File: src/hdl/l2_tag_defines.svh
/*
 * L2 tag directory geometry.
 * Set count, index width, tag width, owner thread width and
 * associativity shared by the directory RTL and its testbench.
 */
`ifndef L2_TAG_DEFINES_SVH
`define L2_TAG_DEFINES_SVH

`define L2_SETS     512     // sets per way
`define L2_INDEX_W  9       // log2 of set count
`define L2_TAG_W    18      // stored address tag
`define L2_THREAD_W 2       // owner hardware thread
`define L2_WAYS     4       // associativity

`endif

File: src/hdl/l2_tag_pkg.sv
/*
 * L2 tag directory types.
 * Command opcodes, controller FSM states and the packed
 * lookup/fill response carried from the controller to the top level.
 */
package l2_tag_pkg;
    `include "l2_tag_defines.svh"

    typedef logic [$clog2(`L2_WAYS)-1:0] way_t;   // way number

    typedef enum logic [1:0] {
        op_lookup   = 2'd0,     // tag compare only
        op_fill_l1  = 2'd1,     // dirty write-back from L1
        op_fill_mem = 2'd2      // clean fill from memory
    } tag_op_e;

    typedef enum logic [2:0] {
        st_idle  = 3'd0,
        st_read  = 3'd1,        // set read issued
        st_eval  = 3'd2,        // compare and victim select
        st_write = 3'd3,        // fills only
        st_resp  = 3'd4         // response held until taken
    } ctrl_state_e;

    typedef struct packed {
        logic                      hit;
        way_t                      hit_way;
        logic                      hit_dirty;
        logic [`L2_THREAD_W-1:0]   hit_thread;
        way_t                      victim_way;
        logic [`L2_TAG_W-1:0]      victim_tag;
        logic                      victim_dirty;
        logic                      victim_valid;
    } tag_resp_t;

endpackage

File: src/hdl/tag_ram_if.sv
/*
 * Tag RAM access bundle.
 * Controller drives index, read and per-way write enables plus
 * write data; the RAM returns every way of the set one cycle after re.
 */
`timescale 1ns/1ns
`include "l2_tag_defines.svh"

interface tag_ram_if;
    logic [`L2_INDEX_W-1:0]                  index;
    logic                                    re;        // read all ways
    logic [`L2_WAYS-1:0]                     we;        // one-hot on fills
    logic [`L2_TAG_W-1:0]                    wd_tag;
    logic [`L2_THREAD_W-1:0]                 wd_thread;
    logic                                    wd_dirty;
    logic                                    plru_we;
    logic [2:0]                              plru_wd;

    logic [`L2_WAYS-1:0][`L2_TAG_W-1:0]      rd_tag;
    logic [`L2_WAYS-1:0][`L2_THREAD_W-1:0]   rd_thread;
    logic [`L2_WAYS-1:0]                     rd_dirty;
    logic [`L2_WAYS-1:0]                     rd_valid;
    logic [2:0]                              rd_plru;

    modport ctrl (
        output index, re, we, wd_tag, wd_thread, wd_dirty, plru_we, plru_wd,
        input  rd_tag, rd_thread, rd_dirty, rd_valid, rd_plru
    );

    modport ram (
        input  index, re, we, wd_tag, wd_thread, wd_dirty, plru_we, plru_wd,
        output rd_tag, rd_thread, rd_dirty, rd_valid, rd_plru
    );
endinterface

File: src/hdl/l2_tag_ctrl.sv
/*
 * L2 tag directory controller.
 * Accepts one command at a time, reads the set, compares tags,
 * chooses the replacement victim from valid bits and the tree
 * pseudo-LRU field, writes fills and holds the response until taken.
 */
`timescale 1ns/1ns
`include "l2_tag_defines.svh"

module l2_tag_ctrl
    import l2_tag_pkg::*;
(
    input  logic                    clk,
    input  logic                    rst_n,
    input  logic                    req_valid,
    output logic                    req_ready,
    input  tag_op_e                 req_op,
    input  logic [`L2_INDEX_W-1:0]  req_index,
    input  logic [`L2_TAG_W-1:0]    req_tag,
    input  logic [`L2_THREAD_W-1:0] req_thread,
    input  way_t                    req_way,
    output logic                    resp_valid,
    input  logic                    resp_ready,
    output tag_resp_t               resp,
    tag_ram_if.ctrl                 bus
);

    ctrl_state_e state, state_nxt;

    // latched command
    tag_op_e                 op_q;
    logic [`L2_INDEX_W-1:0]  index_q;
    logic [`L2_TAG_W-1:0]    tag_q;
    logic [`L2_THREAD_W-1:0] thread_q;
    way_t                    way_q;

    logic [`L2_WAYS-1:0]     match;
    logic                    hit_any;
    way_t                    hit_way;
    way_t                    plru_victim;
    way_t                    victim_way;
    tag_resp_t               resp_d;
    tag_resp_t               resp_q;

    assign req_ready  = (state == st_idle);
    assign resp_valid = (state == st_resp);
    assign resp       = resp_q;

    always_ff @(posedge clk) begin
        if (!rst_n) begin
            state <= st_idle;
        end else begin
            state <= state_nxt;
        end
    end

    always_comb begin
        state_nxt = state;
        case (state)
            st_idle:  if (req_valid) state_nxt = st_read;
            st_read:  state_nxt = st_eval;
            st_eval:  state_nxt = (op_q == op_lookup) ? st_resp : st_write;
            st_write: state_nxt = st_resp;
            st_resp:  if (resp_ready) state_nxt = st_idle;
            default:  state_nxt = st_idle;
        endcase
    end

    always_ff @(posedge clk) begin
        if (req_valid && req_ready) begin
            op_q     <= req_op;
            index_q  <= req_index;
            tag_q    <= req_tag;
            thread_q <= req_thread;
            way_q    <= req_way;
        end
    end

    // tag compare, lowest matching way wins
    always_comb begin
        hit_any = 1'b0;
        hit_way = '0;
        for (int w = `L2_WAYS - 1; w >= 0; w--) begin
            match[w] = bus.rd_valid[w] && (bus.rd_tag[w] == tag_q);
            if (match[w]) begin
                hit_any = 1'b1;
                hit_way = way_t'(w);
            end
        end
    end

    // tree walk, then lowest invalid way overrides
    always_comb begin
        if (bus.rd_plru[0]) begin
            plru_victim = bus.rd_plru[2] ? way_t'(3) : way_t'(2);
        end else begin
            plru_victim = bus.rd_plru[1] ? way_t'(1) : way_t'(0);
        end
        victim_way = plru_victim;
        for (int w = `L2_WAYS - 1; w >= 0; w--) begin
            if (!bus.rd_valid[w]) begin
                victim_way = way_t'(w);
            end
        end
    end

    always_comb begin
        resp_d.hit          = hit_any;
        resp_d.hit_way      = hit_way;
        resp_d.hit_dirty    = hit_any && bus.rd_dirty[hit_way];
        resp_d.hit_thread   = hit_any ? bus.rd_thread[hit_way] : '0;
        resp_d.victim_way   = victim_way;
        resp_d.victim_tag   = bus.rd_tag[victim_way];
        resp_d.victim_dirty = bus.rd_dirty[victim_way];
        resp_d.victim_valid = bus.rd_valid[victim_way];
    end

    // pre-write view of the set, also for fills
    always_ff @(posedge clk) begin
        if (state == st_eval) begin
            resp_q <= resp_d;
        end
    end

    assign bus.index     = index_q;
    assign bus.re        = (state == st_read);
    assign bus.wd_tag    = tag_q;
    assign bus.wd_thread = thread_q;
    assign bus.wd_dirty  = (op_q == op_fill_l1);   // L1 write-back is dirty
    assign bus.plru_we   = (state == st_write);

    always_comb begin
        bus.we = '0;
        if (state == st_write) begin
            bus.we[way_q] = 1'b1;
        end
    end

    // rd_plru still holds the value read for this command
    always_comb begin
        bus.plru_wd = bus.rd_plru;
        case (way_q)
            2'd0: begin
                bus.plru_wd[0] = 1'b1;
                bus.plru_wd[1] = 1'b1;
            end
            2'd1: begin
                bus.plru_wd[0] = 1'b1;
                bus.plru_wd[1] = 1'b0;
            end
            2'd2: begin
                bus.plru_wd[0] = 1'b0;
                bus.plru_wd[2] = 1'b1;
            end
            default: begin
                bus.plru_wd[0] = 1'b0;
                bus.plru_wd[2] = 1'b0;
            end
        endcase
    end

endmodule

File: src/flat_wrapper.sv
// flat-port wrapper written by rule: the top's interface ports become plain ports
module l2_tag_ctrl_flat import l2_tag_pkg::*;
  (clk, rst_n, req_valid, req_ready, req_op, req_index, req_tag, req_thread, req_way, resp_valid, resp_ready, resp, bus_index, bus_re, bus_we, bus_wd_tag, bus_wd_thread, bus_wd_dirty, bus_plru_we, bus_plru_wd, bus_rd_tag, bus_rd_thread, bus_rd_dirty, bus_rd_valid, bus_rd_plru);
  tag_ram_if bus_i ();
  input  logic clk;
  input  logic rst_n;
  input  logic req_valid;
  output logic req_ready;
  input  tag_op_e req_op;
  input  logic [`L2_INDEX_W-1:0] req_index;
  input  logic [`L2_TAG_W-1:0] req_tag;
  input  logic [`L2_THREAD_W-1:0] req_thread;
  input  way_t req_way;
  output logic resp_valid;
  input  logic resp_ready;
  output tag_resp_t resp;
  output wire logic [$bits(bus_i.index)-1:0] bus_index;
  output wire logic [$bits(bus_i.re)-1:0] bus_re;
  output wire logic [$bits(bus_i.we)-1:0] bus_we;
  output wire logic [$bits(bus_i.wd_tag)-1:0] bus_wd_tag;
  output wire logic [$bits(bus_i.wd_thread)-1:0] bus_wd_thread;
  output wire logic [$bits(bus_i.wd_dirty)-1:0] bus_wd_dirty;
  output wire logic [$bits(bus_i.plru_we)-1:0] bus_plru_we;
  output wire logic [$bits(bus_i.plru_wd)-1:0] bus_plru_wd;
  input wire logic [$bits(bus_i.rd_tag)-1:0] bus_rd_tag;
  input wire logic [$bits(bus_i.rd_thread)-1:0] bus_rd_thread;
  input wire logic [$bits(bus_i.rd_dirty)-1:0] bus_rd_dirty;
  input wire logic [$bits(bus_i.rd_valid)-1:0] bus_rd_valid;
  input wire logic [$bits(bus_i.rd_plru)-1:0] bus_rd_plru;
  assign bus_index = bus_i.index;
  assign bus_re = bus_i.re;
  assign bus_we = bus_i.we;
  assign bus_wd_tag = bus_i.wd_tag;
  assign bus_wd_thread = bus_i.wd_thread;
  assign bus_wd_dirty = bus_i.wd_dirty;
  assign bus_plru_we = bus_i.plru_we;
  assign bus_plru_wd = bus_i.plru_wd;
  assign bus_i.rd_tag = bus_rd_tag;
  assign bus_i.rd_thread = bus_rd_thread;
  assign bus_i.rd_dirty = bus_rd_dirty;
  assign bus_i.rd_valid = bus_rd_valid;
  assign bus_i.rd_plru = bus_rd_plru;
  l2_tag_ctrl u_core (.clk(clk), .rst_n(rst_n), .req_valid(req_valid), .req_ready(req_ready), .req_op(req_op), .req_index(req_index), .req_tag(req_tag), .req_thread(req_thread), .req_way(req_way), .resp_valid(resp_valid), .resp_ready(resp_ready), .resp(resp), .bus(bus_i));
endmodule
File: config.mk
export PLATFORM = sky130hd
export DESIGN_NAME = l2_tag_ctrl_flat
export DESIGN_NICKNAME = d
export VERILOG_FILES = /design/src/hdl/l2_tag_pkg.sv /design/src/hdl/tag_ram_if.sv /design/src/hdl/l2_tag_ctrl.sv /design/src/flat_wrapper.sv
export VERILOG_INCLUDE_DIRS = /design/src /design/src/hdl
export SDC_FILE = /design/constraint.sdc
export NUM_CORES = 1
export LEC_CHECK = 0
export ABC_AREA = 0
export BUFFER_PORTS_ARGS = -buffer_cell sky130_fd_sc_hd__buf_2
export CELL_PAD_IN_SITES_DETAIL_PLACEMENT = 1
export CELL_PAD_IN_SITES_GLOBAL_PLACEMENT = 2
export CORE_MARGIN = 2
export CORE_UTILIZATION = 27
export DETAILED_ROUTE_END_ITERATION = 7
export GPL_ROUTABILITY_DRIVEN = 1
export HOLD_SLACK_MARGIN = 0.08
export PLACE_DENSITY = 0.9
export REMOVE_ABC_BUFFERS = 1
export SETUP_SLACK_MARGIN = 0.3
export SLEW_MARGIN = 20
export SYNTH_ARGS = -nofsm -noshare
export SYNTH_HDL_FRONTEND = slang
export SYNTH_SLANG_ARGS = --single-unit
File: constraint.sdc
create_clock -name clk -period 2.9 [get_ports clk]
set_input_delay 0.435 -clock clk [delete_from_list [all_inputs] [get_ports clk]]
set_output_delay 0.435 -clock clk [all_outputs]
set_load 0.03 [all_outputs]
# --- After elaboration in Yosys (flattened, before gate mapping) ---
# Cells that the tools add are included.
op_classes:
  n_addsub: 0
  multipliers: 0
  div: 0
  n_lt_le_gt_ge: 4
  n_eq_ne: 13
  shifts: 0
  muxes: 35
  bitwise: 0
  n_reduce_logical: 12
ops:
  columns: ["op", "count"]
  rows:
  - ["18-bit == test", 4]
  - ["18-bit binary-select mux with 2-bit select", 1]
  - ["2-bit 2-to-1 mux", 10]
  - ["18-bit 2-to-1 mux", 1]
  - ["3-bit case mux with 5 select lines", 1]
  - ["1-bit 2-to-1 mux", 11]
  - ["2-bit by 3-bit < comparator with 1-bit output, second input constant", 3]
  - ["3-bit 2-to-1 mux", 3]
  - ["1-bit logical AND", 7]
  - ["1-bit binary-select mux with 2-bit select", 3]
  - ["3-bit by 2-bit == test with 1-bit output, second input constant", 2]
  - ["2-bit binary-select mux with 2-bit select", 1]
  - ["2-bit by 1-bit == test with 1-bit output, second input constant", 2]
  - ["2-bit zero test", 2]
  - ["4-bit 2-to-1 mux", 1]
  - ["1-bit case mux with 2 select lines", 2]
  - ["3-bit by 1-bit == test with 1-bit output, second input constant", 1]
  - ["3-bit == test, second input constant", 1]
  - ["3-bit zero test", 1]
  - ["1-bit demux with 2-bit select", 1]
  - ["2-bit == test, second input constant", 1]
  - ["2-bit by 1-bit >= comparator with 1-bit output, second input constant", 1]
  - ["2-bit by 1-bit != test with 1-bit output, second input constant", 1]
  - ["2-bit != test, second input constant", 1]
  - ["other kinds (2)", 2]
totals:
  regBits: 64
  latchBits: 0
  ramBits: 0
  romBits: 0
  input_bits: 128
  out_inout_bits: 69
  wordCells: 78
  mem_count: 0

# --- Depth between registers and ports, before layout ---
logic_depth:
  ltp_word: 9
  ltp_mapped: 9

# --- Worst setup path before layout ---
# OpenSTA, ideal clock, no wires.
synth_path:
  path_type: "register to register"
  from: "reg u_core.state[0]"
  to: "reg u_core.index_q[0], in the netlist u_core.bus.index[0], enable pin"
  t_arrival_ns: 2.193
  required_ns: 2.507
  setup_slack_ns: 0.314
  path_stages_with_launch: 4
  n_path_buf: 1
  path_cell_list: "dfxtp_1 > clkbuf_1 > nor3_1 > and2_1"
synth_via:
  elab_chain_len: 2
synth_rtl:
  columns: ["element", "line", "source"]
  rows:
  - ["start, declared", "l2_tag_ctrl.sv:28", "ctrl_state_e state, state_nxt;"]
  - ["start signal, assigned", "l2_tag_ctrl.sv:51", "state <= st_idle;"]
  - ["start signal, assigned", "l2_tag_ctrl.sv:53", "state <= state_nxt;"]
  - ["3-bit zero test", "l2_tag_ctrl.sv:45", "assign req_ready = (state == st_idle);"]
  - ["net req_ready", "flat_wrapper.sv:8", "output logic req_ready;"]
  - ["1-bit logical AND", "l2_tag_ctrl.sv:70", "if (req_valid && req_ready) begin"]
  - ["end signal, assigned", "l2_tag_ctrl.sv:72", "index_q <= req_index;"]
  - ["end, declared", "l2_tag_ctrl.sv:32", "logic [`L2_INDEX_W-1:0] index_q;"]
# The timed path passes the listed nets, and every way through them passes these cells.
# A chain may end at the register's enable or synchronous reset.

==> metrics.yaml <==
die_w_um: 122
ys_warn_count: 0
crit_arrival_ns: 2.55
nFillCells: 1528
seq_power_share_pct: 40.1
coreArea_um2: 13300
finalCriticalPeriod_ns: 2.47
finalSetupTns_ns: 0
status: "complete, no violations"
wl_met1_um: 5120
tightest_slew_ns: 0.488
rsz0062_at_grt: "no"
finalMaxSlewViolations: 0
post-place-ws_ns: 0.160
clk-insertion-delay-late_ns: 0.34
gr-usage-all-layers_pct: 17.5
crit_chain: "xnor2_2, nand4_1, nor4_2, nand4_1, buf_4, a211oi_4, mux2i_1, o21ai_1"
hold_slack_ns: 0.269
gp_congestion: 0.794
final_cells: 678
slew_headroom_pct: 67.4
vias_per_cell: 4.55
area_delta_synth_final_pct: 42.9
start_util_pct: 27.9
routed.top_layer: "met4"
first_global_vias: 3427
fin_skew_ns: 0.00910
setup_viol: 0
antennaDiodeCount: 0
end_kind: "flop"
peakVddDrop_v: 0.000283
cp_max_fo: 5
portBuffers: 196
seq_area_frac_synth_pct: 50.7
synth-edff-count: 61
netlist_instances: 290
cpPeakStageDelay_ns: 0.51
antenna_found_initial: 0
wl_per_cell_um: 18.7
clock_power_share_pct: 36.8
rows: 42
max_freq_mhz: 404
powerDensity_nw_per_um2: 546
clk_path_buf_depth: 2
cts_tree: "built"
htree_levels: 3
ys_ff_latch: 64
pwr-share-comb_pct: 23.1
switching_share_pct: 30.0
drt_pass1_iterations: 4
hold_viol: 0
finalInstanceArea_um2: 5330
reg2reg_depth: 8
cp.depth: 8
die_area_um2: 14800
critPathMostFrequentCell: "nand4_1"
crit_family: "simple AND/OR/NAND/NOR gates"
fin_crit_sh_pct: 85.3
drive_above_1_share_pct: 49.0
wl_um: 12700
num_vias: 3083
yosysUniqueCellTypes: 33
fin_nets: 626
clk_pin_slew_ns: 0.06
required_ns: 2.98
synth.avg_cell_area_um2: 12.9
synth_async_sr_flop_share_pct: 0
cp-start-kind: "flop"
p_leak_uw: 0.00236
path_class: "flop to flop"
numCtsBuffers: 9
drc: 0
place_area_um2: 4900
drt.antenna.violating_nets: 0
route.met3.wl_um: 1030
grt_pass1_wl_um: 19000
grt_max_degree: 32
cpMaxStageDelayCell: "edfxtp_1"
grt_overflow: 0
place_inst: 655
p_int_uw: 2040
root_buffer: "clkbuf_16"
maxCapViolCount: 0
synthFlopType: "edfxtp_1"
critPathBufInv: 1
initialDrtViolationCount: 68
cts.sinks: 64
wl_met2_um: 6330
switching_power_uw: 875
syn-cell-area_um2: 3730
die_height_um: 122
worstHoldPathType: "input port to flop"
setup_ws_ns: 0.425
dp_hpwl_um: 10300
ios: 197
worstHoldPathCells: 1
==> Yosys cell counts, drive strengths merged (2+ instances only) <==
| master | number | area, µm² |
|---|---|---|
| xnor2 | 61 | 557 |
| nand3 | 3 | 15.0 |
| nand2 | 8 | 30.0 |
| a21oi | 3 | 15.0 |
| a22oi | 3 | 22.5 |
| nor2 | 10 | 37.5 |
| nand4 | 16 | 100 |
| mux2i | 62 | 621 |
| xor2 | 11 | 96.3 |
| and3 | 2 | 12.5 |
| nand2b | 2 | 12.5 |
| inv | 4 | 15.0 |
| clkbuf | 3 | 11.3 |
| edfxtp | 61 | 1830 |
| o21ai | 4 | 20.0 |
| nor2b | 3 | 18.8 |
| buf | 11 | 86.3 |
| nor4 | 6 | 67.6 |
| dfxtp | 3 | 60.1 |
| nor3b | 2 | 15.0 |
| nor3 | 6 | 30.0 |
==> metrics by stage <==
stage	util, %	power (µW)
after detailed placement	36.7	1850
final	39.9	2910
after floorplan	-	1560
after global placement	36.7	1830
after global routing	39.9	3030
after CTS	39.1	2930
==> sequential cells by signal, summed over array words and instances, names as in the netlist <==
| signal | flops |
|---|---|
| u_core.resp | 28 |
| u_core.bus.wd_tag | 18 |
| u_core.bus.index | 9 |
| u_core.state | 3 |
| u_core.bus.wd_thread | 2 |
| u_core.op_q | 2 |
| u_core.way_q | 2 |
==> worst register-to-register path: stages (launching register included) <==
cell and delay, ns:
edfxtp_1 0.51, xnor2_2 0.28, nand4_1 0.18, nor4_2 0.28, nand4_1 0.11, buf_4 0.17, a211oi_4 0.36, mux2i_1 0.25
o21ai_1 0.07
==> power groups by stage <==
stage | registers (µW) | logic, µW | clock network, µW
finish | 1170 | 674 | 1070
global route | 1180 | 729 | 1120
global placement | 1180 | 654 | 0
CTS | 1170 | 670 | 1100
floorplan | 1280 | 282 | 0
detailed placement | 1180 | 665 | 0
==> path summary, 6_finish.rpt <==
kind                                           start                    end  slack, ns
worst max-delay path            u_core.bus.wd_tag[7]        u_core.resp[24]       0.43
worst min-delay path                     req_tag[11]  u_core.bus.wd_tag[11]       0.27
worst max register to register  u_core.bus.wd_tag[7]        u_core.resp[24]       0.43
worst min register to register       u_core.state[2]        u_core.state[1]       0.57
==> area by class of cell <==
type	instances	area [µm²]	area share (%)
tap	176	220	4.13
timing repair buffer	211	1090	20.5
clock inverter	5	58.8	1.10
multi-input combinational	208	1820	34.1
clock buffer	10	229	4.30
sequential	64	1890	35.5
inverter	4	15.0	0.282
==> logic make-up (layout without fill, tap and decap cells) <==
logic type / Yosys count / after routing / share of synthesized area [%]
XOR/XNOR: 72 / 72 / 17.5
flip-flops: 64 / 64 / 50.7
multiplexers: 62 / 62 / 16.6
AND/OR/NAND/NOR: 61 / 61 / 9.80
buffers and inverters: 18 / 230 / 3.02
AO/OA/AOI/OAI: 13 / 13 / 2.28
==> placed cells by master, fill, tap and decap left out, drive strengths merged, types with 3 or more instances in the layout <==
| master | synthesis | layout |
|---|---|---|
| buf | 11 | 211 |
| mux2i | 62 | 62 |
| edfxtp | 61 | 61 |
| xnor2 | 61 | 61 |
| nand4 | 16 | 16 |
| xor2 | 11 | 11 |
| nor2 | 10 | 10 |
| clkbuf | 3 | 10 |
| nand2 | 8 | 8 |
| nor3 | 6 | 6 |
| nor4 | 6 | 6 |
| inv | 4 | 4 |
| o21ai | 4 | 4 |
| nand3 | 3 | 3 |
| a21oi | 3 | 3 |
| a22oi | 3 | 3 |
| dfxtp | 3 | 3 |
| nor2b | 3 | 3 |
==> repair_timing <==
| action | in CTS | in global routing |
|---|---|---|
| pin swaps | 1 | 4 |
| setup buffers | 2 | 6 |
| hold endpoints to repair | 0 | 0 |
| gates cloned | 0 | 0 |
| resized for setup | 3 | 8 |
| setup endpoints to repair | 3 | 4 |
| hold buffers | 0 | 0 |
==> routing by layer <==
| metal | GRT usage, % | up-vias |
|---|---|---|
| li1 | - | 1481 |
| met3 | 5.31 | 17 |
| met2 | 30.4 | 135 |
| met4 | 5.60 | 0 |
| met1 | 20.6 | 1450 |
| met5 | 0 | - |
No activity file was read; power rests on OpenSTA's default activity.
